## config.mk

```make
export PLATFORM = sky130hd
export DESIGN_NAME = norm_check_ctrl_flat
export DESIGN_NICKNAME = d
export VERILOG_FILES = /design/src/source/norm_check_pkg.sv /design/src/source/coeff_rd_if.sv /design/src/source/norm_check_ctrl.sv /design/src/flat_wrapper.sv
export SDC_FILE = /design/constraint.sdc
export NUM_CORES = 1
export LEC_CHECK = 0
export ABC_AREA = 1
export BUFFER_PORTS_ARGS = -buffer_cell sky130_fd_sc_hd__buf_4
export CAP_MARGIN = 20
export CORE_ASPECT_RATIO = 1.1
export CORE_MARGIN = 1.5
export CORE_UTILIZATION = 50
export DETAILED_ROUTE_END_ITERATION = 8
export GPL_TIMING_DRIVEN = 0
export PLACE_DENSITY = 0.8
export SETUP_SLACK_MARGIN = 0.15
export SKIP_LAST_GASP = 1
export SLEW_MARGIN = 20
export SYNTH_ARGS = -nofsm -noshare
export SYNTH_HDL_FRONTEND = slang
export SYNTH_SLANG_ARGS = --single-unit
export TNS_END_PERCENT = 5
```

## constraint.sdc

```tcl
create_clock -name clk -period 2.13 [get_ports clk]
set_input_delay 0.213 -clock clk [delete_from_list [all_inputs] [get_ports clk]]
set_output_delay 0.213 -clock clk [all_outputs]
set_load 0.05 [all_outputs]
```

## src/source/norm_check_pkg.sv

```systemverilog
// ML-DSA-87 norm check constants, mode and state types, and the bound lookup
`default_nettype none

package norm_check_pkg;

    // Ring and vector dimensions for ML-DSA-87
    localparam logic [31:0] mldsa_q = 32'd8380417;
    localparam int mldsa_n = 256;
    localparam int mldsa_l = 7;
    localparam int mldsa_k = 8;

    // Rounding and rejection parameters
    localparam logic [31:0] mldsa_gamma1 = 32'd524288;
    localparam logic [31:0] mldsa_beta = 32'd120;
    localparam logic [31:0] mldsa_gamma2 = (mldsa_q - 32'd1) / 32'd32;

    // Memory geometry
    localparam int coeff_width = 23;
    localparam int coeffs_per_word = 4;
    localparam int mem_data_width = coeff_width * coeffs_per_word;
    localparam int mem_addr_width = 9;
    localparam int words_per_poly = mldsa_n / coeffs_per_word;
    // Two words per read cycle
    localparam int beat_per_poly = words_per_poly / 2;

    // APB register map
    localparam int apb_addr_width = 4;
    localparam logic [apb_addr_width-1:0] reg_ctrl = 4'h0;
    localparam logic [apb_addr_width-1:0] reg_base = 4'h4;
    localparam logic [apb_addr_width-1:0] reg_status = 4'h8;

    // Check modes, value 3 is reserved
    typedef enum logic [1:0] {
        z_bound   = 2'd0,
        r0_bound  = 2'd1,
        ct0_bound = 2'd2,
        mode_rsvd = 2'd3
    } chk_norm_mode_t;

    // Read sequencer states
    typedef enum logic [1:0] {
        CHK_IDLE   = 2'd0,
        CHK_RD_MEM = 2'd1,
        CHK_DONE   = 2'd2
    } chk_read_state_e;

    // Bound B per mode, a coefficient fails when its centered magnitude reaches B
    function automatic logic [31:0] norm_bound(input chk_norm_mode_t mode);
        case (mode)
            z_bound:   return mldsa_gamma1 - mldsa_beta;
            r0_bound:  return mldsa_gamma2 - mldsa_beta;
            ct0_bound: return mldsa_gamma2;
            // Never written by software
            default:   return mldsa_gamma2;
        endcase
    endfunction

endpackage

`default_nettype wire

```

## src/source/coeff_rd_if.sv

```systemverilog
// Dual-port coefficient read path between the check controller and the memory
`timescale 1ns/100ps
`default_nettype none

interface coeff_rd_if;
    import norm_check_pkg::*;

    // One read strobe shared by both ports
    logic rd_en;
    // Even port walks words 0, 2, 4 and so on
    logic [mem_addr_width-1:0] addr_even;
    // Odd port walks words 1, 3, 5 and so on
    logic [mem_addr_width-1:0] addr_odd;
    // Registered read data, valid one cycle after rd_en
    logic [mem_data_width-1:0] rdata_even;
    logic [mem_data_width-1:0] rdata_odd;

    // Controller side issues the requests
    modport ctrl (
        output rd_en,
        output addr_even,
        output addr_odd
    );

    // Memory side returns the data
    modport mem (
        input  rd_en,
        input  addr_even,
        input  addr_odd,
        output rdata_even,
        output rdata_odd
    );

endinterface

`default_nettype wire

```

## src/source/norm_check_ctrl.sv

```systemverilog
// Read sequencer that walks every polynomial of the selected vector, two words per cycle
`timescale 1ns/100ps
`default_nettype none

module norm_check_ctrl (
    input  logic                                         clk,
    input  logic                                         reset_n,
    input  logic                                         zeroize,
    input  logic                                         start,
    input  norm_check_pkg::chk_norm_mode_t               mode,
    input  logic [norm_check_pkg::mem_addr_width-1:0]    base_addr,
    coeff_rd_if.ctrl                                     rd,
    output logic                                         check_enable,
    output logic                                         frame_done,
    output logic                                         busy
);
    import norm_check_pkg::*;

    chk_read_state_e state, state_nxt;
    // Word-pair index, 32 pairs per polynomial
    logic [mem_addr_width-2:0] pair_cnt;
    logic [mem_addr_width-1:0] even_addr;
    logic [mem_addr_width-1:0] last_pair;
    logic [3:0] num_poly;
    logic last_beat;

    // Polynomial count per mode
    always_comb begin
        case (mode)
            z_bound:   num_poly = 4'(mldsa_l);
            r0_bound:  num_poly = 4'(mldsa_k);
            ct0_bound: num_poly = 4'(mldsa_k);
            mode_rsvd: num_poly = 4'(mldsa_k);
            default:   num_poly = 4'(mldsa_k);
        endcase
    end

    // Last pair index is 32*P - 1
    always_comb begin
        last_pair = mem_addr_width'(int'(num_poly) * beat_per_poly - 1);
        last_beat = ({1'b0, pair_cnt} == last_pair);
    end

    // Pair counter, loaded on start from idle only
    always_ff @(posedge clk or negedge reset_n) begin
        if (!reset_n) begin
            pair_cnt <= '0;
        end else if (zeroize) begin
            pair_cnt <= '0;
        end else if (state == CHK_IDLE && start) begin
            pair_cnt <= '0;
        end else if (state == CHK_RD_MEM) begin
            pair_cnt <= pair_cnt + 1'b1;
        end
    end

    // Base plus twice the pair index, wraps modulo 512
    always_comb begin
        even_addr = base_addr + {pair_cnt, 1'b0};
        rd.addr_even = even_addr;
        rd.addr_odd = even_addr + 1'b1;
        rd.rd_en = (state == CHK_RD_MEM);
    end

    // State register
    always_ff @(posedge clk or negedge reset_n) begin
        if (!reset_n) begin
            state <= CHK_IDLE;
        end else if (zeroize) begin
            state <= CHK_IDLE;
        end else begin
            state <= state_nxt;
        end
    end

    // Next state, start while busy falls through unseen
    always_comb begin
        state_nxt = state;
        case (state)
            CHK_IDLE:   state_nxt = start ? CHK_RD_MEM : CHK_IDLE;
            CHK_RD_MEM: state_nxt = last_beat ? CHK_DONE : CHK_RD_MEM;
            CHK_DONE:   state_nxt = CHK_IDLE;
            default:    state_nxt = CHK_IDLE;
        endcase
    end

    // Framing toward the check unit
    always_comb begin
        check_enable = (state == CHK_RD_MEM);
        frame_done = (state == CHK_DONE);
        busy = (state != CHK_IDLE);
    end

    // Reads never run past the last pair of the vector
    a_rd_only_in_read: assert property (@(posedge clk) disable iff (!reset_n)
        rd.rd_en |-> {1'b0, pair_cnt} <= last_pair);

    // Frame end is a single-cycle strobe
    a_frame_done_pulse: assert property (@(posedge clk) disable iff (!reset_n)
        frame_done |=> !frame_done);

endmodule

`default_nettype wire

```

## src/flat_wrapper.sv

```systemverilog
// flat-port wrapper written by rule: the top's interface ports become plain ports
module norm_check_ctrl_flat import norm_check_pkg::*;
  (clk, reset_n, zeroize, start, mode, base_addr, check_enable, frame_done, busy, rd_rd_en, rd_addr_even, rd_addr_odd);
  coeff_rd_if rd_i ();
  input  logic clk;
  input  logic reset_n;
  input  logic zeroize;
  input  logic start;
  input  norm_check_pkg::chk_norm_mode_t mode;
  input  logic [norm_check_pkg::mem_addr_width-1:0] base_addr;
  output logic check_enable;
  output logic frame_done;
  output logic busy;
  output wire logic [$bits(rd_i.rd_en)-1:0] rd_rd_en;
  output wire logic [$bits(rd_i.addr_even)-1:0] rd_addr_even;
  output wire logic [$bits(rd_i.addr_odd)-1:0] rd_addr_odd;
  assign rd_rd_en = rd_i.rd_en;
  assign rd_addr_even = rd_i.addr_even;
  assign rd_addr_odd = rd_i.addr_odd;
  norm_check_ctrl u_core (.clk(clk), .reset_n(reset_n), .zeroize(zeroize), .start(start), .mode(mode), .base_addr(base_addr), .rd(rd_i), .check_enable(check_enable), .frame_done(frame_done), .busy(busy));
endmodule
```

# After elaboration in Yosys (flattened, before gate mapping)
# Cells that the tools add are included.
# totals
output_inout_bits	22
latchBits	0
rom_bits	0
wordCells	26
mem_count	0
ff_bits	10
mem_bits_rw	0
inputBits	15
# classes
reduce_logical	6
n_eq_ne	6
shift	0
div_mod_pow	0
n_mux	8
magnitude_cmp	0
n_mul	0
bitwise	0
n_addsub	4
# ops
cell	count
two-way mux 8 bit	3
adder 9 x 1 -> 9 bit (second input constant)	1
adder 9 bit	1
== test 8 x 9 -> 1 bit	1
subtractor 9 x 1 -> 9 bit (second input constant)	1
adder 8 x 1 -> 8 bit (second input constant)	1
one-hot mux 4 bit (2 select lines)	1
== test 2 bit (second input constant)	3
== test 2 x 1 -> 1 bit (second input constant)	2
zero test 2 bit	2
two-way mux 2 bit	2
one-hot mux 2 bit (2 select lines)	1
nonzero test 3 bit	1
OR reduction 3 bit	1
nonzero test 2 bit	1
logical AND 1 bit	1
two-way mux 1 bit	1

# Logic depth before layout (Yosys ltp)
# Gate-level depths: netlist (run 1).
# depth
word_depth	8
depth_mapped	11
mapped_depth_nobuf	11

# Worst setup path before layout (run 1)
# Ideal clock, no wire load.
# synth_timing
kind	reg-to-output
from	register u_core.pair_cnt[0]
to	output rd_addr_odd[6]
n_path_buf	0
required_ns	1.917
t_arrival_ns	2.788
slack_ns	-0.871
path_stages_with_launch	8
path_cell_list	dfrtp_1 > ha_1 > fa_1 > nand2_1 > nor2_4 > nand3_2 > nor2_4 > xor2_1
# synth_via
elab_chain_cells	2
# synth_rtl
item	line	rtl
start: declaration	norm_check_ctrl.sv:21	logic [mem_addr_width-2:0] pair_cnt;
start signal: assignment	norm_check_ctrl.sv:53	pair_cnt <= pair_cnt + 1'b1;
adder 9 bit	norm_check_ctrl.sv:59	even_addr = base_addr + {pair_cnt, 1'b0};
named net rd_addr_even[2]	flat_wrapper.sv:15	output wire logic [$bits(rd_i.addr_even)-1:0] rd_addr_even;
adder 9 x 1 -> 9 bit	norm_check_ctrl.sv:61	rd.addr_odd = even_addr + 1'b1;
end: declaration	flat_wrapper.sv:16	output wire logic [$bits(rd_i.addr_odd)-1:0] rd_addr_odd;
# The timed path passes the listed nets, and every way through them passes these cells.

# Final worst setup path (run 1)
# layout_timing
from	register u_core.pair_cnt[0]
to	output rd_addr_odd[8]
# layout_via
elab_chain_cells	2
# layout_rtl
item	line
adder 9 bit	norm_check_ctrl.sv:59
adder 9 x 1 -> 9 bit	norm_check_ctrl.sv:61
# Every way passes these cells.

==> out/summary.txt, run 1 <==
status: finished, violations left
failing checks: setup timing
ys flop type: dfrtp_1
worst setup path category: reg -> out
synth warn: 0
worst path cell trace: ha_2, fa_2, nand2_2, nor2_4, nand3_2, nor2_4, nand4_1, nand2_4, buf_8
Setup TNS: -1.35 ns
CTS tree: done
Setup WS post-layout: -0.330 ns
worst path bufs/invs: 1
Synth area leaders: dfrtp_1 23%, nand2_1 13%, ha_1 10%
Worst R2R Path Depth: 7
via/cell ratio: 4.98
Detailed Routing Iterations Pass 1: 4
Reg power frac: 27.5%
crit path launch: u_core.pair_cnt[0]
die height: 52.1 um
FP Rows: 17
FILL cells: 156
final WL: 2500 um
endpoint class of the critical path: output port
share of the synthesized area in the top cell type: 22.8%
slew margin rel.: 79.6%
H-tree level count: 1
Ports: 37
nets: 230
PD cells: 445 mW/mm^2
crit path time final: 2.46 ns
vias in the first global route: 1077
syn nets: 184
switching pwr: 296 uW
full die area: 0.00248 mm^2
Post-Place Setup Slack: -0.298 ns
Num CTS Buffers: 3
reg2reg end: u_core.pair_cnt[7]
number of DRC markers in iteration 0: 10
RSZ-0062 raised after global routing: yes
cell family with most CP delay: adder cells
Slew @ Worst Pin: 0.304 ns
WP data required: 1.92 ns
crit path DAT: 2.25 ns
Critical Path Start Type: flip-flop
placed wire-length estimate: 2050 um
Placer Congestion: 0.805
first-pass GRT wire length: 4040 um
P_int: 413 uW
routed vias: 1156
Util after Layout: 78.1%
final number of setup-violating endpoints: 6
Period Utilization, post-route: 116%
clock sink count: 10
FF-to-FF Start: u_core.pair_cnt[1]
Yosys reg bits: 10
crit-path max cell delay: 0.56 ns
worst reg-to-reg setup slack: 0.71 ns
most area-hungry cell type in the Yosys netlist: dfrtp_1
Max VDD drop: 0.000447 V
area grow syn2layout: 45.5%
Slew Viols, Final: 0
gr usage total: 21.7%
maxcap violations: 0
GRT overflow: 0
sequential share of the synthesized area: 22.8%
Lkg Pwr: 0.000821 uW
Commonest cells post-synth: 38 x nand2_1, 24 x inv_1, 14 x nand3_1
Clock Skew: 0.00246 ns
layout cells sized above 1: 37.3%
die width: 47.6 um
Avg Synthesized Cell Area: 6.89 um^2
clock-pin transition on the worst setup and hold timing paths: 0.07 ns
Final Hold Viols: 0
Post-synth EDFFs: 0
antenna violations before repair: 0
Clock Tree Buf Depth: 2
Hold Crit Depth: 2
largest net degree at the start of global routing: 11
crit-path max FO: 3
ys async rst share: 100%
core box area: 0.00204 mm^2
CP most frequent cell: nor2_4
Crit path depth: 9
Slowest cell on crit path: fa_2
DRC viols: 0
Worst Hold Class: in -> reg
cell with the most instances after synthesis: nand2_1
number of nets with antenna violations after routing: 0
initial core utilization: 53.7%
Clk Latency, worst-skew pair: 0.26 ns
Synth Instances: 159
switching fraction of total power: 41.7%
Post-Syn Area: 0.00110 mm^2
Root Driver: clkbuf_4
Cell variety after synth: 24
routed len/inst: 10.8 um
critical path endpoint: rd_addr_odd[8]
maximum clock rate: 0.406 GHz
n_diodes: 0
PortBufs: 36
Logic pwr share: 48.3%
clock share of power: 24.2%
layout by cell type (no fill, tap or decap), types with 4 or more instances in the layout:
master   count
nand3_2      5
buf_4       40
nand2_1     35
dfrtp_1     10
nand3_1     11
ha_1         8
nand2_4      4
o21ai_0      4
nor2_4       6
nor2_1       9
a21oi_1     10
nand2_2      6
inv_1       24
registers in the layout, summed over array words and instances (netlist names):
| signal | count |
|---|---|
| u_core.state | 2 |
| u_core.pair_cnt | 8 |
worst min-delay path by stage:
stage,start,to,slack [ns]
2_1_floorplan,reset_n,u_core.pair_cnt[0],-0.08
3_3_place_gp,reset_n,u_core.pair_cnt[4],0.05
3_5_place_dp,reset_n,u_core.pair_cnt[5],0.05
4_1_cts,zeroize,u_core.state[0],0.13
5_1_grt,zeroize,u_core.state[0],0.13
6_report,zeroize,u_core.state[0],0.13
metrics by stage:
stage               area (um^2)  instances  power, uW  hold WS, ns
floorplan                  1180        159        438      -0.0826
global placement           1490        223        524       0.0477
detailed placement         1490        223        529       0.0508
CTS                        1580        232        712        0.126
global route               1600        232        745        0.129
finish                     1600        232        709        0.127
power groups by stage:
stage	sequential, uW	clock [uW]	combinational, uW
2_1_floorplan	199	0	239
3_3_place_gp	200	0	325
3_5_place_dp	200	0	329
4_1_cts	195	175	342
5_1_grt	196	182	367
6_report	195	171	343
routing by layer:
layer / part of all wire (%) / up-vias / track usage [%]
li1: - / 593 / -
met4: 0.84 / 0 / 5.86
met2: 55 / 28 / 42.8
met1: 40 / 531 / 22.9
met3: 4.1 / 4 / 2.08
met5: 0 / - / 0
layout make-up:
cell class	count	area, um^2	share of cell area [%]
Multi-Input combinational cell	121	836	52.4
Tap cell	28	35.0	2.20
Clock buffer	4	36.3	2.27
Sequential cell	10	250	15.7
Buffer	2	15.0	0.941
Inverter	26	97.6	6.12
Timing Repair Buffer	41	325	20.4
cells by family after synthesis:
| family | Yosys count | synth area share, % |
|---|---|---|
| and+or+nand+nor | 87 | 40.5 |
| AOI/OAI and AO/OA | 15 | 7.08 |
| buffers and inverters | 28 | 10.3 |
| xor gates and xnor gates | 9 | 7.19 |
| DFF | 10 | 22.8 |
| adders and majority gates | 10 | 12.1 |
timing repair:
item,4_1_cts,5_1_grt
setup endpoints to repair,14,14
hold buffers,1,0
resized for setup,3,4
pin swaps,4,3
endpoints found under the hold margin,10,0
gates cloned,0,0
buffers inserted,4,0
Note: power is estimated with default switching activity, not from simulation.
==> run 2, diff against run 1 <==
- CORE_UTILIZATION: 50 -> 54
- PLACE_DENSITY: 0.8 -> 0.86
- clock period: 2.13 -> 2.98 ns (I/O delays scaled with it)
==> run 2 against run 1 <==
Effect of this change: the run now ends clean; die area shrank 7.0%; wire length shrank 3.3%; register-to-register slack better by 0.86 ns; count of clock-buffer cells in the layout down 1; first-iteration DRC count grew to 2.8 times the previous value; critical endpoint is now rd_addr_odd[7]; largest power group unchanged; highest routed layer unchanged.
==> out/summary.txt, run 2 (synthesized netlist as in run 1, its figures left out) <==
Ports: 37 (unchanged)
vias in the first global route: 1099 (+2.0%)
status: finished, final reports clean
nets: 226 (-1.7%)
endpoint class of the critical path: output port
Slew @ Worst Pin: 0.228 ns (-0.0760 ns)
GRT overflow: 0 (unchanged)
first-pass GRT wire length: 4360 um (+7.8%)
PD cells: 317 mW/mm^2 (-29%)
top flop regs: u_core.pair_cnt: 8 flops, u_core.state: 2 flops
maxcap violations: 0 (unchanged)
Detailed Routing Iterations Pass 1: 4 (unchanged)
P_int: 258 uW (-38%)
crit path DAT: 2.35 ns (+0.10 ns)
largest register by flop count: u_core.pair_cnt
Hold Crit Depth: 2 (unchanged)
gr usage total: 24.7% (+3.0 points)
antenna violations before repair: 0 (unchanged)
crit path time final: 2.65 ns
maximum clock rate: 0.377 GHz
crit-path max FO: 4 (+1)
final WL: 2420 um (-3.3%)
n_diodes: 0 (unchanged)
clock-pin transition on the worst setup and hold timing paths: 0.07 ns (about the same)
Clock Skew: 0.00607 ns (+0.00361 ns)
die width: 46.0 um (-3.5%)
core box area: 0.00184 mm^2 (-9.8%)
highest-count cells in the layout ignoring fill and taps: 38 x nand2_1, 38 x buf_4, 24 x inv_1
Clk Latency, worst-skew pair: 0.27 ns (about the same)
placed wire-length estimate: 2030 um (-1.3%)
slew margin rel.: 84.7% (+5.1 points)
H-tree level count: 1 (unchanged)
Final Hold Viols: 0 (unchanged)
die height: 50.3 um (-3.6%)
final number of setup-violating endpoints: 0 (-6)
clock share of power: 20.1% (-4.1 points)
Max VDD drop: 0.000327 V (-27%)
Clock Tree Buf Depth: 2 (unchanged)
Worst R2R Path Depth: 6 (-1)
switching pwr: 202 uW (-32%)
number of nets with antenna violations after routing: 0 (unchanged)
Worst Hold Class: in -> reg
number of DRC markers in iteration 0: 28 (+18)
FILL cells: 155 (-0.64%)
clock sink count: 10 (unchanged)
Logic pwr share: 49.4% (+1.1 points)
via/cell ratio: 5.10 (+2.4%)
Critical Path Start Type: flip-flop
worst reg-to-reg setup slack: 1.57 ns (+0.86 ns)
Util after Layout: 78.9% (+0.75 points)
Lkg Pwr: 0.000776 uW (-5.4%)
Largest register FFs: 8 (unchanged)
Slew Viols, Final: 0 (unchanged)
switching fraction of total power: 44.0% (+2.2 points)
area grow syn2layout: 32.5%
routed len/inst: 10.7 um (-0.76%)
routed vias: 1153 (-0.26%)
Period Utilization, post-route: 89.0%
DRC viols: 0 (unchanged)
FP Rows: 16 (-1)
full die area: 0.00231 mm^2 (-7.0%)
RSZ-0062 raised after global routing: no
largest net degree at the start of global routing: 11 (unchanged)
worst setup path category: reg -> out
Setup TNS: 0 ns (+1.35 ns)
initial core utilization: 59.5% (+5.8 points)
WP data required: 2.68 ns (+0.76 ns)
layout cells sized above 1: 31.2% (-6.1 points)
PortBufs: 36 (unchanged)
Root Driver: clkbuf_4
Reg power frac: 30.5% (+3.0 points)
CTS tree: done
Num CTS Buffers: 3 (unchanged)
Placer Congestion: 0.824 (+2.3%)
-- run 2: cell count changes in the layout (fill, tap and decap cells not counted), sizes merged --
cell,before,now
buf,42,38
clkbuf,4,3
-- run 2: worst paths after layout --
kind	startpoint	to
max	u_core.pair_cnt[0]	rd_addr_odd[7]
min	zeroize	u_core.state[0]
max reg2reg	u_core.pair_cnt[1]	u_core.pair_cnt[6]
min reg2reg	u_core.pair_cnt[7]	u_core.pair_cnt[7]
max in group asynchronous	reset_n	u_core.pair_cnt[6]
min in group asynchronous	reset_n	u_core.state[1]
-- run 2: power groups by stage --
stage	Combinational, uW	Sequential, uW	Clock (uW)
after global routing	244	141	99.8
after CTS	227	140	94.1
after detailed placement	225	143	0
after floorplan	160	142	0
after global placement	221	143	0
final	227	140	92.4
-- run 2: final cells by class --
class | instances | area, um^2 | share of cell area (%)
Clock buffer | 3 | 22.5 | 1.55
Buffer | 2 | 15.0 | 1.03
Timing Repair Buffer | 37 | 280 | 19.3
Inverter | 26 | 97.6 | 6.72
Sequential cell | 10 | 250 | 17.2
Multi-Input combinational cell | 121 | 753 | 51.9
Tap cell | 27 | 33.8 | 2.33
-- run 2: through the flow --
stage	total power, uW	setup WS (ns)	std cells	area, um^2	hold WS [ns]
floorplan	302	0.0928	159	1110	0.00241
global placement	364	0.602	222	1420	0.132
detailed placement	368	0.549	222	1420	0.132
CTS	461	0.255	226	1450	0.208
global route	484	0.155	226	1450	0.215
finish	460	0.329	226	1450	0.208
-- run 2: worst max-delay path, stage by stage, from the launching register on --
cell and delay [ns]:
dfrtp_1 0.43, ha_2 0.22, fa_2 0.57, nand3_1 0.11
nor2_1 0.12, nand3_1 0.15, nor2_2 0.14, nand4_1 0.08
nand2_1 0.07, buf_4 0.19
-- run 2: routing by layer --
| layer | up-vias | track usage (%) | wire length [um] |
|---|---|---|---|
| met2 | 34 | 44.4 | 1270 |
| met3 | 6 | 1.44 | 108 |
| met5 | - | 0 | 0 |
| li1 | 586 | - | - |
| met1 | 527 | 28.4 | 983 |
| met4 | 0 | 11.0 | 53 |
-- run 2: timing repair --
item                                   4_1_cts  5_1_grt
endpoints found under the hold margin       10        0
hold buffers                                 1        0
setup buffers                                0        0
setup endpoints to repair                    0        1
resized for setup                            0        2
==> run 3, diff against run 2 <==
- ABC_AREA: 1 -> 0
- CORE_UTILIZATION: 54 -> 51
- PLACE_DENSITY: 0.86 -> 0.85
==> run 3 against run 2 <==
Effect of this change: via count decreased by 23%; worst hold slack got worse by 0.011 ns; die area decreased by 11%; non-clock buffer count increased by 5; utilization increased by 4.9 points; power decreased by 1.2%; first-iteration DRC count decreased by 36%; critical path depth decreased by 1; sequential share of layout area increased by 1.3 points; clock power decreased by 3.2%.
==> out/summary.txt, run 3 <==
status: finished, final reports clean
vias in the first global route: 823 (-25%)
area grow syn2layout: 48.9%
min-delay src: zeroize
Root Driver: clkbuf_4
top flop regs: u_core.pair_cnt: 8 flops, u_core.state: 2 flops
Period Utilization, post-route: 92.9% (+3.9 points)
Synth Instances: 100 (-37%)
number of DRC markers in iteration 0: 18 (-36%)
crit path DAT: 2.47 ns (+0.12 ns)
FILL cells: 92 (-41%)
Num CTS Buffers: 3 (unchanged)
Post-Syn Area: 908 um^2 (-17%)
placed wire-length estimate: 1680 um (-17%)
PortBufs: 36 (unchanged)
Slew Viols, Final: 0 (unchanged)
most area-hungry cell type in the Yosys netlist: dfrtp_1
top sig layer: met4
CTS tree: done
Placer Congestion: 0.782 (-5.1%)
routed vias: 893 (-23%)
cell with the most instances after synthesis: nor2_1
Cell variety after synth: 32 (+33%)
Avg Synthesized Cell Area: 9.08 um^2 (+32%)
Slew @ Worst Pin: 0.543 ns (+0.315 ns)
FP Rows: 15 (-1)
Clk Latency, worst-skew pair: 0.26 ns (about the same)
endpoint class of the critical path: output port
antenna violations before repair: 0 (unchanged)
nets: 172 (-24%)
Max VDD drop: 0.000314 V (-3.8%)
die width: 43.2 um (-5.9%)
synth warn: 0 (unchanged)
maxcap violations: 0 (unchanged)
most common cell after layout, fill and taps aside: buf_4
Register Area: 250 um^2 (unchanged)
routed len/inst: 13.9 um (+30%)
Clock Tree Buf Depth: 2 (unchanged)
highest-count cells in the layout ignoring fill and taps: 42 x buf_4, 12 x nor2_1, 10 x dfrtp_1
core box area: 0.00161 mm^2 (-12%)
syn nets: 125 (-32%)
largest register by flop count: u_core.pair_cnt
Yosys reg bits: 10 (unchanged)
Multi-input gate area: 707 um^2 (-6.1%)
share of the synthesized area in the top cell type: 27.5% (+4.7 points)
RSZ-0062 raised after global routing: no
Ports: 37 (unchanged)
first-pass GRT wire length: 3240 um (-26%)
initial core utilization: 56.3% (-3.2 points)
Largest register FFs: 8 (unchanged)
number of nets with antenna violations after routing: 0 (unchanged)
full die area: 0.00204 mm^2 (-11%)
ys async rst share: 100% (unchanged)
WL met3: 137 um (+27%)
slew margin rel.: 63.5% (-21 points)
clock sink count: 10 (unchanged)
Clock Skew: 0.00617 ns (+0.000104 ns)
clock-pin transition on the worst setup and hold timing paths: 0.06 ns (about the same)
Detailed Routing Iterations Pass 1: 4 (unchanged)
worst reg-to-reg setup slack: 1.42 ns (-0.15 ns)
Met1 Wirelength: 810 um (-18%)
largest net degree at the start of global routing: 11 (unchanged)
gr usage total: 21.6% (-3.0 points)
Setup TNS: 0 ns (unchanged)
maximum clock rate: 0.361 GHz (-4.3%)
crit path time final: 2.77 ns (+0.118 ns)
worst setup path category: reg -> out
final number of setup-violating endpoints: 0 (unchanged)
PD cells: 336 mW/mm^2 (+6.1%)
layout cells sized above 1: 42.8% (+12 points)
FF-to-FF Start: u_core.state[1]
Final Hold Viols: 0 (unchanged)
Worst Hold Class: in -> reg
crit-path max FO: 5 (+1)
Commonest cells post-synth: 12 x nor2_1, 10 x dfrtp_1, 9 x ha_1, 9 x xor2_1, 8 x xnor2_1
via/cell ratio: 5.51 (+8.0%)
final WL: 2260 um (-6.5%)
GRT overflow: 0 (unchanged)
Critical Path Start Type: flip-flop
routed wl met2: 1280 um (+1.1%)
n_diodes: 0 (unchanged)
crit path launch: u_core.pair_cnt[1]
Power Total: 454 uW (-1.2%)
die height: 47.3 um (-5.9%)
Synth area leaders: dfrtp_1 28%, ha_1 12%, xor2_1 8.7%
WP data required: 2.68 ns (about the same)
Lkg Pwr: 0.000695 uW (-10%)
sequential share of the synthesized area: 27.5% (+4.7 points)
ys flop type: dfrtp_1
H-tree level count: 1 (unchanged)
Post-synth EDFFs: 0 (unchanged)
DRC viols: 0 (unchanged)
## run 3: cell count changes in the layout (fill, tap and decap cells not counted), moves of 3 or more
| cell | delta |
|---|---|
| inv_1 | -21 |
| nor2_4 | -5 |
| xnor2_2 | +5 |
| nand3_1 | -11 |
| nand2_1 | -32 |
| buf_4 | +4 |
| nand2_2 | -6 |
| a21oi_1 | -4 |
| and3_1 | +3 |
## run 3: layer usage
| layer | global-route usage (%) | vias up |
|---|---|---|
| li1 | - | 444 |
| met1 | 23.8 | 408 |
| met2 | 43.3 | 35 |
| met3 | 1.54 | 6 |
| met4 | 9.09 | 0 |
| met5 | 0 | - |
## run 3: report_power, final
| part | switching, uW | internal (uW) | total, uW |
|---|---|---|---|
| Clock | 42.9 | 46.5 | 89.4 |
| Combinational | 146 | 78.7 | 225 |
| Sequential | 1.74 | 138 | 140 |
## run 3: logic make-up after synthesis
family	synth area share, %
simple gates	20.5
flops	27.5
buf+inv	3.30
compound gates	12.3
fa+ha+maj	14.6
xor+xnor	21.8
## run 3: worst paths after layout
check	endpoint	depth (start not counted)
max reg2reg	u_core.pair_cnt[7]	6
min	u_core.state[0]	2
max in group asynchronous	u_core.pair_cnt[3]	2
min reg2reg	u_core.pair_cnt[7]	2
max	rd_addr_odd[8]	8
min in group asynchronous	u_core.pair_cnt[6]	2
## run 3: worst max-delay path: stages (launching register included)
cell     delay (ns)
dfrtp_1        0.46
ha_1           0.30
a21o_1         0.16
and4_1         0.21
o21ai_1        0.15
a21oi_1        0.12
xnor2_1        0.46
xnor2_4        0.18
buf_6          0.18
## run 3: metrics by stage
step | hold slack, ns | std cells | util (%) | cell area, um^2 | setup WS [ns]
after floorplan | 0.00241 | 100 | - | 976 | 0.0178
after global placement | 0.131 | 153 | 78.5 | 1270 | 0.238
after detailed placement | 0.132 | 153 | 78.5 | 1270 | 0.206
after CTS | 0.201 | 161 | 83.0 | 1340 | 0.154
after global routing | 0.204 | 162 | 83.8 | 1350 | 0.0872
final | 0.197 | 162 | 83.8 | 1350 | 0.211
## run 3: timing repair
action | CTS | global route
endpoints found under the hold margin | 10 | 0
setup endpoints to repair | 3 | 3
setup buffers | 4 | 1
hold buffers | 1 | 0
gates resized for setup | 3 | 1
pin swaps | 3 | 4
## run 3: cell type report
type / count / share of cell area, %
Tap cell: 17 / 1.57
Timing Repair Buffer: 42 / 23.8
Multi-Input combinational cell: 84 / 52.3
Buffer: 2 / 1.11
Inverter: 4 / 1.11
Sequential cell: 10 / 18.5
Clock buffer: 3 / 1.67
